[config.mk]
export PLATFORM = sky130hd
export DESIGN_NAME = link_rx_top
export DESIGN_NICKNAME = d
export VERILOG_FILES = /design/src/hw/link_rx_pkg.sv /design/src/hw/symbol_decoder.sv /design/src/hw/crc16_checker.sv /design/src/hw/frame_parser.sv /design/src/hw/mailbox_flags.sv /design/src/hw/link_rx_top.sv
export VERILOG_INCLUDE_DIRS = /design/src /design/src/hw
export SDC_FILE = /design/constraint.sdc
export NUM_CORES = 1
export LEC_CHECK = 0
export ABC_AREA = 1
export BUFFER_PORTS_ARGS = -buffer_cell sky130_fd_sc_hd__buf_2
export CORE_UTILIZATION = 40
export CTS_CLUSTER_SIZE = 10
export DETAILED_ROUTE_END_ITERATION = 16
export GPL_TIMING_DRIVEN = 1
export HOLD_SLACK_MARGIN = 0.05
export PLACE_DENSITY = 0.55
export SLEW_MARGIN = 15
export SYNTH_ARGS = -nofsm -noshare
export SYNTH_HDL_FRONTEND = slang
export SYNTH_HIERARCHICAL = 1
export SYNTH_SLANG_ARGS = --single-unit
[constraint.sdc]
create_clock -name core_clk_i -period 2.2 [get_ports core_clk_i]
set_clock_uncertainty 0.15 [all_clocks]
set_input_delay 0.11 -clock core_clk_i [delete_from_list [all_inputs] [get_ports core_clk_i]]
set_output_delay 0.11 -clock core_clk_i [all_outputs]
set_load 0.03 [all_outputs]
[src/hw/link_rx_params.svh]
`ifndef LINK_RX_PARAMS_SVH
`define LINK_RX_PARAMS_SVH

// bit 8 of a symbol flags a control code
`define LINK_SYM_WIDTH 9

// frame delimiting control codes
`define LINK_K_START_HIPRI 9'h1FB
`define LINK_K_END_HIPRI 9'h1FD
`define LINK_K_START_LOPRI 9'h1F7
`define LINK_K_END_LOPRI 9'h1FE

// mailbox counts and index widths per class
`define LINK_HIPRI_MAILBOXES 4
`define LINK_LOPRI_MAILBOXES 4
`define LINK_HIPRI_MBX_WIDTH 2
`define LINK_LOPRI_MBX_WIDTH 2

// bytes per mailbox including the length byte
`define LINK_HIPRI_MSG_LENGTH 16
`define LINK_LOPRI_MSG_LENGTH 32

// the low priority region sits at address 0, the high priority region follows it
`define LINK_ADDR_WIDTH 8

`endif

[src/hw/link_rx_pkg.sv]
`default_nettype none

package link_rx_pkg;

	// class of a received symbol as seen by the parser
	typedef enum logic [2:0] {
		sym_data        = 3'd0,
		sym_start_hipri = 3'd1,
		sym_end_hipri   = 3'd2,
		sym_start_lopri = 3'd3,
		sym_end_lopri   = 3'd4,
		sym_other_code  = 3'd5
	} sym_class_t;

	// receive frame states
	typedef enum logic [2:0] {
		st_idle    = 3'd0,
		st_mailbox = 3'd1,
		st_length  = 3'd2,
		st_payload = 3'd3,
		st_crc     = 3'd4
	} rx_state_t;

	typedef enum logic {
		prio_lopri = 1'b0,
		prio_hipri = 1'b1
	} prio_t;

endpackage

`default_nettype wire

[src/hw/symbol_decoder.sv]
`timescale 1ns/100ps
`default_nettype none

`include "link_rx_params.svh"

module symbol_decoder
	import link_rx_pkg::*;
(
	input  wire                       core_clk_i,
	input  wire                       arst_n_i,
	input  wire                       sym_valid_i,
	input  wire [`LINK_SYM_WIDTH-1:0] sym_i,
	output logic                      dec_valid_o,
	output sym_class_t                dec_class_o,
	output logic [7:0]                dec_byte_o
);

	sym_class_t sym_class;

	always_comb begin
		if (!sym_i[`LINK_SYM_WIDTH-1]) begin
			sym_class = sym_data;
		end else begin
			case (sym_i)
				`LINK_K_START_HIPRI: sym_class = sym_start_hipri;
				`LINK_K_END_HIPRI:   sym_class = sym_end_hipri;
				`LINK_K_START_LOPRI: sym_class = sym_start_lopri;
				`LINK_K_END_LOPRI:   sym_class = sym_end_lopri;
				// every other code is only of interest as a framing fault
				default:             sym_class = sym_other_code;
			endcase
		end
	end

	always_ff @(posedge core_clk_i or negedge arst_n_i) begin
		if (!arst_n_i) begin
			dec_valid_o <= 1'b0;
		end else begin
			dec_valid_o <= sym_valid_i;
		end
	end

	always_ff @(posedge core_clk_i) begin
		if (sym_valid_i) begin
			dec_class_o <= sym_class;
			dec_byte_o <= sym_i[7:0];
		end
	end

endmodule

`default_nettype wire

[src/hw/crc16_checker.sv]
`timescale 1ns/100ps
`default_nettype none

module crc16_checker (
	input  wire       core_clk_i,
	input  wire       arst_n_i,
	input  wire       clear_i,
	input  wire       feed_i,
	input  wire [7:0] byte_i,
	output logic      zero_o
);

	logic [15:0] crc_q;

	// reflected crc-16 step over one byte taken lsb first with polynomial 0xA001
	function automatic logic [15:0] crc_step(input logic [15:0] crc_in, input logic [7:0] data);
		logic [15:0] c;
		c = crc_in ^ {8'h00, data};
		for (int i = 0; i < 8; i++) begin
			if (c[0]) begin
				c = (c >> 1) ^ 16'hA001;
			end else begin
				c = c >> 1;
			end
		end
		return c;
	endfunction

	always_ff @(posedge core_clk_i or negedge arst_n_i) begin
		if (!arst_n_i) begin
			crc_q <= 16'h0000;
		end else if (clear_i) begin
			crc_q <= 16'h0000;
		end else if (feed_i) begin
			crc_q <= crc_step(crc_q, byte_i);
		end
	end

	// with the two crc bytes folded in, a clean frame leaves nothing behind
	assign zero_o = (crc_q == 16'h0000);

	// the parser clears on a start code and feeds only data bytes
	a_clear_feed_excl: assert property (@(posedge core_clk_i) disable iff (!arst_n_i)
		!(clear_i && feed_i));

endmodule

`default_nettype wire

[src/hw/frame_parser.sv]
`timescale 1ns/100ps
`default_nettype none

`include "link_rx_params.svh"

module frame_parser
	import link_rx_pkg::*;
(
	input  wire                              core_clk_i,
	input  wire                              arst_n_i,
	input  wire                              dec_valid_i,
	input  wire sym_class_t                  dec_class_i,
	input  wire [7:0]                        dec_byte_i,
	output logic                             mem_we_o,
	output logic [`LINK_ADDR_WIDTH-1:0]      mem_addr_o,
	output logic [7:0]                       mem_data_o,
	output logic                             frame_err_o,
	output logic                             crc_err_o,
	output logic                             open_o,
	output logic                             good_o,
	output prio_t                            prio_o,
	output logic [`LINK_HIPRI_MBX_WIDTH-1:0] mbx_o
);

	typedef logic [`LINK_ADDR_WIDTH-1:0] addr_t;

	localparam int unsigned hipri_base = `LINK_LOPRI_MAILBOXES * `LINK_LOPRI_MSG_LENGTH;
	localparam int unsigned hipri_end = hipri_base
		+ `LINK_HIPRI_MAILBOXES * `LINK_HIPRI_MSG_LENGTH;

	rx_state_t state_q;
	prio_t prio_q;
	logic [`LINK_HIPRI_MBX_WIDTH-1:0] mbx_q;
	addr_t wr_ptr_q;
	logic [7:0] rem_q;
	logic [1:0] crc_cnt_q;

	logic is_data;
	logic is_start;
	logic is_end_match;
	logic len_ok;
	logic [`LINK_HIPRI_MBX_WIDTH-1:0] mbx_idx;
	addr_t mbx_base;
	logic crc_clear;
	logic crc_feed;
	logic crc_zero;

	assign is_data = (dec_class_i == sym_data);
	assign is_start = (dec_class_i == sym_start_hipri) || (dec_class_i == sym_start_lopri);
	assign is_end_match = (prio_q == prio_hipri) ? (dec_class_i == sym_end_hipri)
		: (dec_class_i == sym_end_lopri);

	// mailbox index and base address for the class of the open frame
	always_comb begin
		mbx_idx = dec_byte_i[`LINK_HIPRI_MBX_WIDTH-1:0];
		if (prio_q == prio_hipri) begin
			mbx_base = addr_t'(hipri_base + mbx_idx * `LINK_HIPRI_MSG_LENGTH);
			len_ok = (dec_byte_i != 8'd0) && (dec_byte_i < (`LINK_HIPRI_MSG_LENGTH / 2));
		end else begin
			mbx_base = addr_t'(mbx_idx * `LINK_LOPRI_MSG_LENGTH);
			len_ok = (dec_byte_i != 8'd0) && (dec_byte_i < (`LINK_LOPRI_MSG_LENGTH / 2));
		end
	end

	// the crc covers mailbox, length, payload and both crc bytes
	assign crc_clear = dec_valid_i && is_start;
	assign crc_feed = dec_valid_i && is_data
		&& ((state_q == st_mailbox) || (state_q == st_length) || (state_q == st_payload)
		|| ((state_q == st_crc) && (crc_cnt_q != 2'd2)));

	crc16_checker u_crc (
		.core_clk_i (core_clk_i),
		.arst_n_i   (arst_n_i),
		.clear_i    (crc_clear),
		.feed_i     (crc_feed),
		.byte_i     (dec_byte_i),
		.zero_o     (crc_zero)
	);

	always_ff @(posedge core_clk_i or negedge arst_n_i) begin
		if (!arst_n_i) begin
			state_q <= st_idle;
			prio_q <= prio_lopri;
			mbx_q <= '0;
			wr_ptr_q <= '0;
			rem_q <= '0;
			crc_cnt_q <= '0;
			mem_we_o <= 1'b0;
			frame_err_o <= 1'b0;
			crc_err_o <= 1'b0;
			open_o <= 1'b0;
			good_o <= 1'b0;
		end else begin
			mem_we_o <= 1'b0;
			frame_err_o <= 1'b0;
			crc_err_o <= 1'b0;
			open_o <= 1'b0;
			good_o <= 1'b0;
			if (dec_valid_i) begin
				if (is_start) begin
					// a start code inside a frame drops that frame and opens the new one
					frame_err_o <= (state_q != st_idle);
					prio_q <= (dec_class_i == sym_start_hipri) ? prio_hipri : prio_lopri;
					state_q <= st_mailbox;
				end else begin
					case (state_q)
						st_idle: begin
							state_q <= st_idle;
						end
						st_mailbox: begin
							if (is_data) begin
								open_o <= 1'b1;
								mbx_q <= mbx_idx;
								wr_ptr_q <= mbx_base;
								state_q <= st_length;
							end else begin
								frame_err_o <= 1'b1;
								state_q <= st_idle;
							end
						end
						st_length: begin
							if (is_data && len_ok) begin
								mem_we_o <= 1'b1;
								wr_ptr_q <= wr_ptr_q + 1'b1;
								rem_q <= {dec_byte_i[6:0], 1'b0};
								state_q <= st_payload;
							end else begin
								frame_err_o <= 1'b1;
								state_q <= st_idle;
							end
						end
						st_payload: begin
							if (is_data) begin
								mem_we_o <= 1'b1;
								wr_ptr_q <= wr_ptr_q + 1'b1;
								rem_q <= rem_q - 1'b1;
								if (rem_q == 8'd1) begin
									crc_cnt_q <= 2'd0;
									state_q <= st_crc;
								end
							end else begin
								frame_err_o <= 1'b1;
								state_q <= st_idle;
							end
						end
						st_crc: begin
							if (is_data) begin
								if (crc_cnt_q == 2'd2) begin
									frame_err_o <= 1'b1;
									state_q <= st_idle;
								end else begin
									crc_cnt_q <= crc_cnt_q + 1'b1;
								end
							end else begin
								if (!is_end_match || (crc_cnt_q != 2'd2)) begin
									frame_err_o <= 1'b1;
								end else if (!crc_zero) begin
									crc_err_o <= 1'b1;
								end else begin
									good_o <= 1'b1;
								end
								state_q <= st_idle;
							end
						end
						default: begin
							state_q <= st_idle;
						end
					endcase
				end
			end
		end
	end

	always_ff @(posedge core_clk_i) begin
		mem_data_o <= dec_byte_i;
		mem_addr_o <= wr_ptr_q;
		prio_o <= prio_q;
		mbx_o <= (state_q == st_mailbox) ? mbx_idx : mbx_q;
	end

	a_no_write_idle: assert property (@(posedge core_clk_i) disable iff (!arst_n_i)
		mem_we_o |-> (state_q != st_idle));

	a_addr_in_region: assert property (@(posedge core_clk_i) disable iff (!arst_n_i)
		mem_we_o |-> ((prio_o == prio_hipri)
			? ((int'(mem_addr_o) >= hipri_base) && (int'(mem_addr_o) < hipri_end))
			: (int'(mem_addr_o) < hipri_base)));

endmodule

`default_nettype wire

[src/hw/mailbox_flags.sv]
`timescale 1ns/100ps
`default_nettype none

`include "link_rx_params.svh"

module mailbox_flags
	import link_rx_pkg::*;
(
	input  wire                               core_clk_i,
	input  wire                               arst_n_i,
	input  wire                               open_i,
	input  wire                               good_i,
	input  wire prio_t                        prio_i,
	input  wire [`LINK_HIPRI_MBX_WIDTH-1:0]   mbx_i,
	input  wire [`LINK_HIPRI_MAILBOXES-1:0]   hipri_ack_i,
	input  wire [`LINK_LOPRI_MAILBOXES-1:0]   lopri_ack_i,
	input  wire                               hipri_en_i,
	input  wire                               lopri_en_i,
	output logic [`LINK_HIPRI_MAILBOXES-1:0]  hipri_rdy_o,
	output logic [`LINK_LOPRI_MAILBOXES-1:0]  lopri_rdy_o,
	output logic                              overrun_err_o
);

	logic [`LINK_HIPRI_MAILBOXES-1:0] hipri_set;
	logic [`LINK_HIPRI_MAILBOXES-1:0] hipri_open;
	logic [`LINK_LOPRI_MAILBOXES-1:0] lopri_set;
	logic [`LINK_LOPRI_MAILBOXES-1:0] lopri_open;
	logic open_hit;

	// last mailbox opened by the parser, tracked for the pairing check
	logic open_seen_q;
	prio_t open_prio_q;
	logic [`LINK_HIPRI_MBX_WIDTH-1:0] open_mbx_q;

	always_comb begin
		hipri_set = '0;
		hipri_open = '0;
		lopri_set = '0;
		lopri_open = '0;
		if (prio_i == prio_hipri) begin
			hipri_set[mbx_i] = good_i;
			hipri_open[mbx_i] = open_i;
		end else begin
			lopri_set[mbx_i] = good_i;
			lopri_open[mbx_i] = open_i;
		end
	end

	assign open_hit = |(hipri_open & hipri_rdy_o) || |(lopri_open & lopri_rdy_o);

	// a set beats an acknowledge, a low enable beats everything
	always_ff @(posedge core_clk_i or negedge arst_n_i) begin
		if (!arst_n_i) begin
			hipri_rdy_o <= '0;
			lopri_rdy_o <= '0;
			overrun_err_o <= 1'b0;
		end else begin
			if (!hipri_en_i) begin
				hipri_rdy_o <= '0;
			end else begin
				hipri_rdy_o <= hipri_set | (hipri_rdy_o & ~(hipri_open | hipri_ack_i));
			end
			if (!lopri_en_i) begin
				lopri_rdy_o <= '0;
			end else begin
				lopri_rdy_o <= lopri_set | (lopri_rdy_o & ~(lopri_open | lopri_ack_i));
			end
			overrun_err_o <= open_hit;
		end
	end

	always_ff @(posedge core_clk_i or negedge arst_n_i) begin
		if (!arst_n_i) begin
			open_seen_q <= 1'b0;
			open_prio_q <= prio_lopri;
			open_mbx_q <= '0;
		end else if (open_i) begin
			open_seen_q <= 1'b1;
			open_prio_q <= prio_i;
			open_mbx_q <= mbx_i;
		end else if (good_i) begin
			open_seen_q <= 1'b0;
		end
	end

	a_good_after_open: assert property (@(posedge core_clk_i) disable iff (!arst_n_i)
		good_i |-> open_seen_q && (open_prio_q == prio_i) && (open_mbx_q == mbx_i));

endmodule

`default_nettype wire

[src/hw/link_rx_top.sv]
`timescale 1ns/100ps
`default_nettype none

`include "link_rx_params.svh"

module link_rx_top
	import link_rx_pkg::*;
(
	input  wire                               core_clk_i,
	input  wire                               arst_n_i,
	input  wire                               sym_valid_i,
	input  wire [`LINK_SYM_WIDTH-1:0]         sym_i,
	output logic                              mem_we_o,
	output logic [`LINK_ADDR_WIDTH-1:0]       mem_addr_o,
	output logic [7:0]                        mem_data_o,
	input  wire [`LINK_HIPRI_MAILBOXES-1:0]   hipri_ack_i,
	input  wire [`LINK_LOPRI_MAILBOXES-1:0]   lopri_ack_i,
	input  wire                               hipri_en_i,
	input  wire                               lopri_en_i,
	output logic [`LINK_HIPRI_MAILBOXES-1:0]  hipri_rdy_o,
	output logic [`LINK_LOPRI_MAILBOXES-1:0]  lopri_rdy_o,
	output logic                              overrun_err_o,
	output logic                              frame_err_o,
	output logic                              crc_err_o
);

	logic dec_valid;
	sym_class_t dec_class;
	logic [7:0] dec_byte;

	logic frame_open;
	logic frame_good;
	prio_t frame_prio;
	logic [`LINK_HIPRI_MBX_WIDTH-1:0] frame_mbx;

	symbol_decoder u_decoder (
		.core_clk_i  (core_clk_i),
		.arst_n_i    (arst_n_i),
		.sym_valid_i (sym_valid_i),
		.sym_i       (sym_i),
		.dec_valid_o (dec_valid),
		.dec_class_o (dec_class),
		.dec_byte_o  (dec_byte)
	);

	frame_parser u_parser (
		.core_clk_i  (core_clk_i),
		.arst_n_i    (arst_n_i),
		.dec_valid_i (dec_valid),
		.dec_class_i (dec_class),
		.dec_byte_i  (dec_byte),
		.mem_we_o    (mem_we_o),
		.mem_addr_o  (mem_addr_o),
		.mem_data_o  (mem_data_o),
		.frame_err_o (frame_err_o),
		.crc_err_o   (crc_err_o),
		.open_o      (frame_open),
		.good_o      (frame_good),
		.prio_o      (frame_prio),
		.mbx_o       (frame_mbx)
	);

	mailbox_flags u_flags (
		.core_clk_i    (core_clk_i),
		.arst_n_i      (arst_n_i),
		.open_i        (frame_open),
		.good_i        (frame_good),
		.prio_i        (frame_prio),
		.mbx_i         (frame_mbx),
		.hipri_ack_i   (hipri_ack_i),
		.lopri_ack_i   (lopri_ack_i),
		.hipri_en_i    (hipri_en_i),
		.lopri_en_i    (lopri_en_i),
		.hipri_rdy_o   (hipri_rdy_o),
		.lopri_rdy_o   (lopri_rdy_o),
		.overrun_err_o (overrun_err_o)
	);

endmodule

`default_nettype wire

==> results of run 1 <==
[state kept, by name, summed over array words and instances, names as in the netlist, 2 cells and up]
register               flops
u_parser/u_crc/crc_q      16
u_decoder/dec_byte_o       8
u_parser/mem_addr_o        8
u_parser/mem_data_o        8
u_parser/rem_q             8
u_parser/wr_ptr_q          8
u_flags/hipri_rdy_o        4
u_flags/lopri_rdy_o        4
u_decoder/dec_class_o      3
u_parser/state_q           3
u_parser/crc_cnt_q         2
u_parser/mbx_o             2
u_parser/mbx_q             2
[worst max-delay path: cells and delay by family, from the launching register on]
family	cells	cell delay, ps
flip-flops	1	450
AND/OR/NAND/NOR	5	650
buffers and inverters	2	280
AO/OA/AOI/OAI	3	410
[stage by stage]
stage / power, mW / area (sq um) / worst slack [ps]
3_5_place_dp: 3.76 / 4870 / 162
3_3_place_gp: 3.73 / 4870 / 218
2_1_floorplan: 3.37 / 4400 / 155
4_1_cts: 4.94 / 5340 / 130
5_1_grt: 5.25 / 5350 / -2.91
6_report: 4.91 / 5350 / 183
[path summary, 6_finish.rpt]
check	cells past startpoint	start	slack [ps]	endpoint
max in group asynchronous	3	arst_n_i	1490	u_parser/prio_q
max reg2reg	10	u_parser/state_q[0]	180	u_parser/u_crc/crc_q[6]
min reg2reg	0	u_parser/wr_ptr_q[6]	270	u_parser/mem_addr_o[6]
min in group core_clk_i	0	u_parser/wr_ptr_q[6]	270	u_parser/mem_addr_o[6]
max	10	u_parser/state_q[0]	180	u_parser/u_crc/crc_q[6]
min	3	arst_n_i	120	u_parser/wr_ptr_q[1]
[per-layer routing]
| metal | share of wire | vias to the layer above | global-route usage |
|---|---|---|---|
| li1 | - | 1964 | - |
| met1 | 0.48 | 1801 | 0.258 |
| met2 | 0.45 | 95 | 0.300 |
| met3 | 0.037 | 20 | 0.0334 |
| met4 | 0.029 | 0 | 0.0900 |
| met5 | 0 | - | 0 |
[final cells by class]
| class | instances | area, sq um | area share |
|---|---|---|---|
| clock buffer | 11 | 141 | 0.0265 |
| clock inverter | 5 | 57.6 | 0.0108 |
| inverter | 76 | 290 | 0.0543 |
| multi-input combinational | 386 | 1980 | 0.371 |
| tap | 136 | 170 | 0.0318 |
| sequential | 85 | 2090 | 0.391 |
| timing repair buffer | 86 | 616 | 0.115 |
[cells in the final DEF, fill, tap and decap left out, drive strengths merged]
cell type      n
nor3           2
inv           76
clkbuf        11
dfxtp         19
bufinv         1
nand3b         7
ha             4
or2            1
nor3b          1
a21oi         18
buf           59
nor2          52
nand3         54
nand2        178
a31oi          3
nand4         12
xnor2          5
o21ai         32
o211ai         1
dfrtp         55
xor2           5
o22ai          9
xnor3          1
edfxtp        11
clkinv         3
clkinvlp       1
dlygate4sd3   27
nor4           1
[power by group through the flow]
stage / Sequential (mW) / Combinational [mW] / Clock, mW
final: 2.11 / 1.65 / 1.15
after global routing: 2.16 / 1.85 / 1.25
after CTS: 2.11 / 1.65 / 1.18
after detailed placement: 2.14 / 1.62 / 0
after global placement: 2.14 / 1.59 / 0
after floorplan: 2.17 / 1.19 / 0
[cell families (layout without fill, tap and decap cells)]
logic type,after synthesis,after routing,synth area share
adder cells (fa/ha/maj),4,4,0.0114
AND/OR/NAND/NOR,308,308,0.327
flip-flops,85,85,0.474
buffers and inverters,84,178,0.0773
AO/OA/AOI/OAI,63,63,0.0841
XOR/XNOR,11,11,0.0267
[what timing repair did]
action | CTS | global route
resized for setup | 0 | 4
setup endpoints to repair | 0 | 11
endpoints found under the hold margin | 84 | 0
hold buffers | 27 | 0
==> results.py, run 1 <==
metrics = {
    "final_layout": {
        "syn_to_final_growth_pct": 21.4,
        "nNetsFinal": 670,
        "finish.utilization": 0.509,
        "fin_cells": 785,
        "num_antenna_cells": 0,
        "drive_above_1_share": 0.202,
        "fillerInstances": 1036,
    },
    "pwr": {
        "p_per_area_nw_per_um2": 918,
        "internal_power_mw": 3.03,
        "p_sw_frac": 0.383,
        "p_sw_mw": 1.88,
        "p_clk_frac": 0.234,
        "vdd.ir_drop.worst_v": 0.000595,
        "comb_power_share": 0.335,
        "p_leak_nw": 2.69,
        "power_frac_seq": 0.431,
    },
    "placed_design": {
        "port_buffers": 49,
        "gp_congestion": 0.853,
        "dpl.hpwl_mm": 7.17,
        "dp_cells": 742,
    },
    "floorplanning": {
        "die_x_um": 107,
        "ios": 50,
        "rows": 37,
        "start_util": 0.419,
        "fp.dieH_um": 107,
        "die_area_sq_um": 11400,
        "core-area_sq_um": 10500,
    },
    "logic_synthesis": {
        "yosys.area.top_type": "dfrtp_1",
        "postSynthAreaPerCell_sq_um": 7.94,
        "yosysMostFrequentCell": "nand2_1",
        "synth.top_cells.by_area": "dfrtp_1, nand2_1, dfxtp_1, edfxtp_1, inv_1",
        "synth-async-reset-ratio": 0.647,
        "yosysSeqAreaShare": 0.474,
        "synth_commonest_cells": "nand2_1, inv_1, dfrtp_1",
        "synth_flop_cell": "dfrtp_1",
        "syn-cell-area_sq_um": 4400,
        "synth-seq-cells": 85,
        "synth.distinct_cells": 39,
        "yosys_warnings": 6,
        "synth_nets": 581,
        "synth_edf_count": 11,
        "postSynthCellCount": 555,
        "synth_top_area_frac": 0.313,
    },
    "clock_network": {
        "clkLatencyLatePin_ps": 360,
        "htreeDepth": 3,
        "clock-sinks": 85,
        "cts_made_buffers": 9,
        "cts_root_buf": "clkbuf_8",
        "cts_tree": "done",
        "cts_setup_buffers": 0,
        "clk_pin_slew_ps": 90,
        "cts_buffer_depth": 2,
    },
    "global_route": {
        "track_usage": 0.192,
        "grt_pass1_vias": 3565,
        "grt_overflow": 0,
        "grt_pass1_wl_mm": 17.0,
        "antenna_found_initial": 0,
        "grt_max_degree": 56,
    },
    "hold_path": {
        "hp-class": "in2async",
    },
    "timing": {
        "max_freq_mhz": 496,
        "drv_slew": 0,
        "tightest_slew_ps": 523,
        "period_needed_ps": 2020,
        "hold_viol": 0,
        "whs_ps": 119,
        "tns_ps": 0,
        "final.period_utilization": 0.917,
        "finalSetupViolCount": 0,
        "slew_headroom": 0.650,
    },
    "routing": {
        "drc": 0,
        "antenna_left": 0,
        "wl_mm": 10.2,
        "viasPerCell": 4.94,
        "wl_per_cell_um": 13.0,
        "dr.pass1.iters": 4,
        "drt_iter0_drc": 172,
        "vias": 3880,
    },
    "setup_path": {
        "worst-path-max-fanout": 7,
        "cp_slowest_cell": "dfrtp_1",
        "cp-end-kind": "flop",
        "cp.arrival_ps": 2150,
        "cp.required_ps": 2330,
        "crit_path_max_incr_delay_ps": 450,
        "cp-start-kind": "flop",
        "critPathKind": "reg2reg",
        "critical_path.cell_chain": "nor2_2 > nand2_1 > inv_2 > nand2_1 > a31oi_1 > nor2_1 > nor2_2 > buf_4 > o21ai_0 > o22ai_1",
    },
    "job": {
        "max_cap_violations": 0,
    },
    "outcome": {
        "status": "completed",
    },
}
(Power assumes the default switching activity.)
==> inputs of run 2 (changes only) <==
--- a/config.mk
+++ b/config.mk
@@ -13,7 +13,7 @@
 export DETAILED_ROUTE_END_ITERATION = 16
 export GPL_TIMING_DRIVEN = 1
 export HOLD_SLACK_MARGIN = 0.05
-export PLACE_DENSITY = 0.55
+export PLACE_DENSITY = 0.57
 export SLEW_MARGIN = 15
 export SYNTH_ARGS = -nofsm -noshare
 export SYNTH_HDL_FRONTEND = slang
==> constraint.sdc (replaced) <==
create_clock -name core_clk_i -period 1.6 [get_ports core_clk_i]
set_clock_uncertainty 0.15 [all_clocks]
set_input_delay 0.08 -clock core_clk_i [delete_from_list [all_inputs] [get_ports core_clk_i]]
set_output_delay 0.08 -clock core_clk_i [all_outputs]
set_load 0.03 [all_outputs]
==> run 2 against run 1 <==
The run now ends with negative setup slack left; maximum frequency increased by 5.7%; sequential power increased by 36%; first-iteration DRC count increased by 23%; clock-buffer cell count unchanged.
==> results.py, run 2 (synthesis gave the netlist of run 1 again) <==
metrics = {
    "outcome": {
        "status": "finished with violations",
        "violations": "negative setup slack",
    },
    "setup_path": {
        "worstRegToRegCells": 14,
        "cp.required_ps": 1710,
        "cp-end-kind": "flop",
        "r2r_setup_slack_ps": -310,
        "r2r_start": "u_decoder/dec_byte_o[3]",
        "critPathKind": "reg2reg",
        "rr_endpoint": "u_parser/u_crc/crc_q[15]",
        "cp-start-kind": "flop",
        "cp.arrival_ps": 2020,
        "worst-path-max-fanout": 5,
    },
    "pwr": {
        "comb_power_share": 0.431,
        "power_frac_seq": 0.367,
        "internal_power_mw": 4.89,
        "p_sw_mw": 2.97,
        "p_sw_frac": 0.378,
        "p_per_area_nw_per_um2": 1180,
        "p_clk_frac": 0.202,
        "p_leak_nw": 3.29,
        "vdd.ir_drop.worst_v": 0.000917,
    },
    "global_route": {
        "grt_max_degree": 21,
        "grt_pass1_wl_mm": 18.9,
        "antenna_found_initial": 0,
        "grt_pass1_vias": 4148,
        "track_usage": 0.214,
        "grt_overflow": 0,
    },
    "final_layout": {
        "top_register": "u_parser/u_crc/crc_q",
        "fillerInstances": 869,
        "nNetsFinal": 763,
        "layout_common_cells": "nand2_1, buf_4, inv_1",
        "fin_cells": 878,
        "largest_reg_flops": 16,
        "finalInstanceArea_sq_um": 6680,
        "num_antenna_cells": 0,
        "syn_to_final_growth_pct": 51.7,
        "drive_above_1_share": 0.415,
        "final_common_cell": "nand2_1",
    },
    "clock_network": {
        "clk_pin_slew_ps": 80,
        "clkLatencyLatePin_ps": 370,
        "cts_tree": "done",
        "cts_buffer_depth": 2,
        "cts_root_buf": "clkbuf_8",
        "clock-sinks": 85,
        "cts_made_buffers": 9,
        "htreeDepth": 3,
    },
    "placed_design": {
        "dpl.hpwl_mm": 7.94,
        "gp_congestion": 0.907,
        "port_buffers": 49,
        "dp_cells": 816,
        "placed_area_sq_um": 5450,
    },
    "floorplanning": {
        "rows": 37,
        "ios": 50,
        "die_area_sq_um": 11400,
        "fp.dieH_um": 107,
        "core-area_sq_um": 10500,
        "die_x_um": 107,
        "start_util": 0.419,
    },
    "timing": {
        "rsz0062_at_grt": "yes",
        "max_freq_mhz": 524,
        "setup_ws_ps": -309,
        "whs_ps": 54.7,
        "finalSetupViolCount": 38,
        "hold_viol": 0,
        "period_needed_ps": 1910,
        "final.period_utilization": 1.19,
        "slew_headroom": 0.664,
        "drv_slew": 0,
        "tightest_slew_ps": 504,
    },
    "routing": {
        "antenna_left": 0,
        "vias": 4305,
        "viasPerCell": 4.90,
        "drc": 0,
        "dr.pass1.iters": 4,
        "wl_mm": 11.7,
        "wl_per_cell_um": 13.3,
        "drt_iter0_drc": 212,
    },
    "job": {
        "max_cap_violations": 0,
    },
    "hold_path": {
        "hp-class": "in2async",
    },
}
## run 2: power by group through the flow
stage                     clock, mW  combinational (mW)  sequential [mW]
after floorplan                   0                1.68             2.99
after global placement            0                2.79             2.89
after detailed placement          0                2.83             2.90
after CTS                      1.65                3.09             2.86
after global routing           1.74                3.71             2.93
final                          1.59                3.38             2.88
## run 2: layout make-up
cell class	count	area (sq um)	area share
multi-input cells	387	2450	0.367
clock buffers	11	153	0.0229
well taps	136	170	0.0255
clock inverters	5	56.3	0.00843
repair buffers	178	1440	0.215
inverters	76	325	0.0487
flip-flops and latches	85	2090	0.313
## run 2: layer usage
metal,global-route usage,routed length [um],up-vias
met4,0.0871,254,0
met2,0.356,5620,103
met1,0.271,5320,2026
met5,0,0,-
li1,-,-,2154
met3,0.0456,523,22
## run 2: stage by stage
stage / TNS, ps / util / power (mW) / setup WS, ps
floorplan: -2560 / - / 4.67 / -285
CTS: -4910 / 0.586 / 7.60 / -311
finish: -7830 / 0.636 / 7.86 / -309
detailed placement: -8220 / 0.519 / 5.74 / -351
global placement: -7520 / 0.519 / 5.69 / -307
global route: -10650 / 0.636 / 8.39 / -439
## run 2: what timing repair did
action / in CTS / in global routing
hold buffers: 21 / 0
gates cloned: 2 / 1
setup endpoints to repair: 38 / 42
hold endpoints to repair: 85 / 0
gates resized for setup: 53 / 103
setup buffers: 10 / 16
pin swaps: 13 / 36
## run 2: how the worst max path moves through the flow
stage	startpoint	endpoint	depth (start not counted)
detailed placement	u_decoder/dec_byte_o[2]	u_parser/u_crc/crc_q[0]	12
global route	u_decoder/dec_byte_o[3]	u_parser/u_crc/crc_q[0]	14
CTS	u_decoder/dec_byte_o[3]	u_parser/u_crc/crc_q[15]	14
finish	u_decoder/dec_byte_o[3]	u_parser/u_crc/crc_q[15]	14
floorplan	u_decoder/dec_class_o[0]	u_parser/u_crc/crc_q[10]	11
global placement	u_decoder/dec_byte_o[2]	u_parser/u_crc/crc_q[15]	12
## run 2: critical path, cell delays in order (launching register included)
cell	delay, ps
edfxtp_1	510
inv_1	110
nand2_1	70
nand2_2	90
nand2_2	80
nand3_4	90
nand2_2	70
nand2_4	90
nand2_4	60
nand2_2	70
nand3_4	90
nand2_4	100
nand2_2	60
nand3_1	90
o21ai_1	70
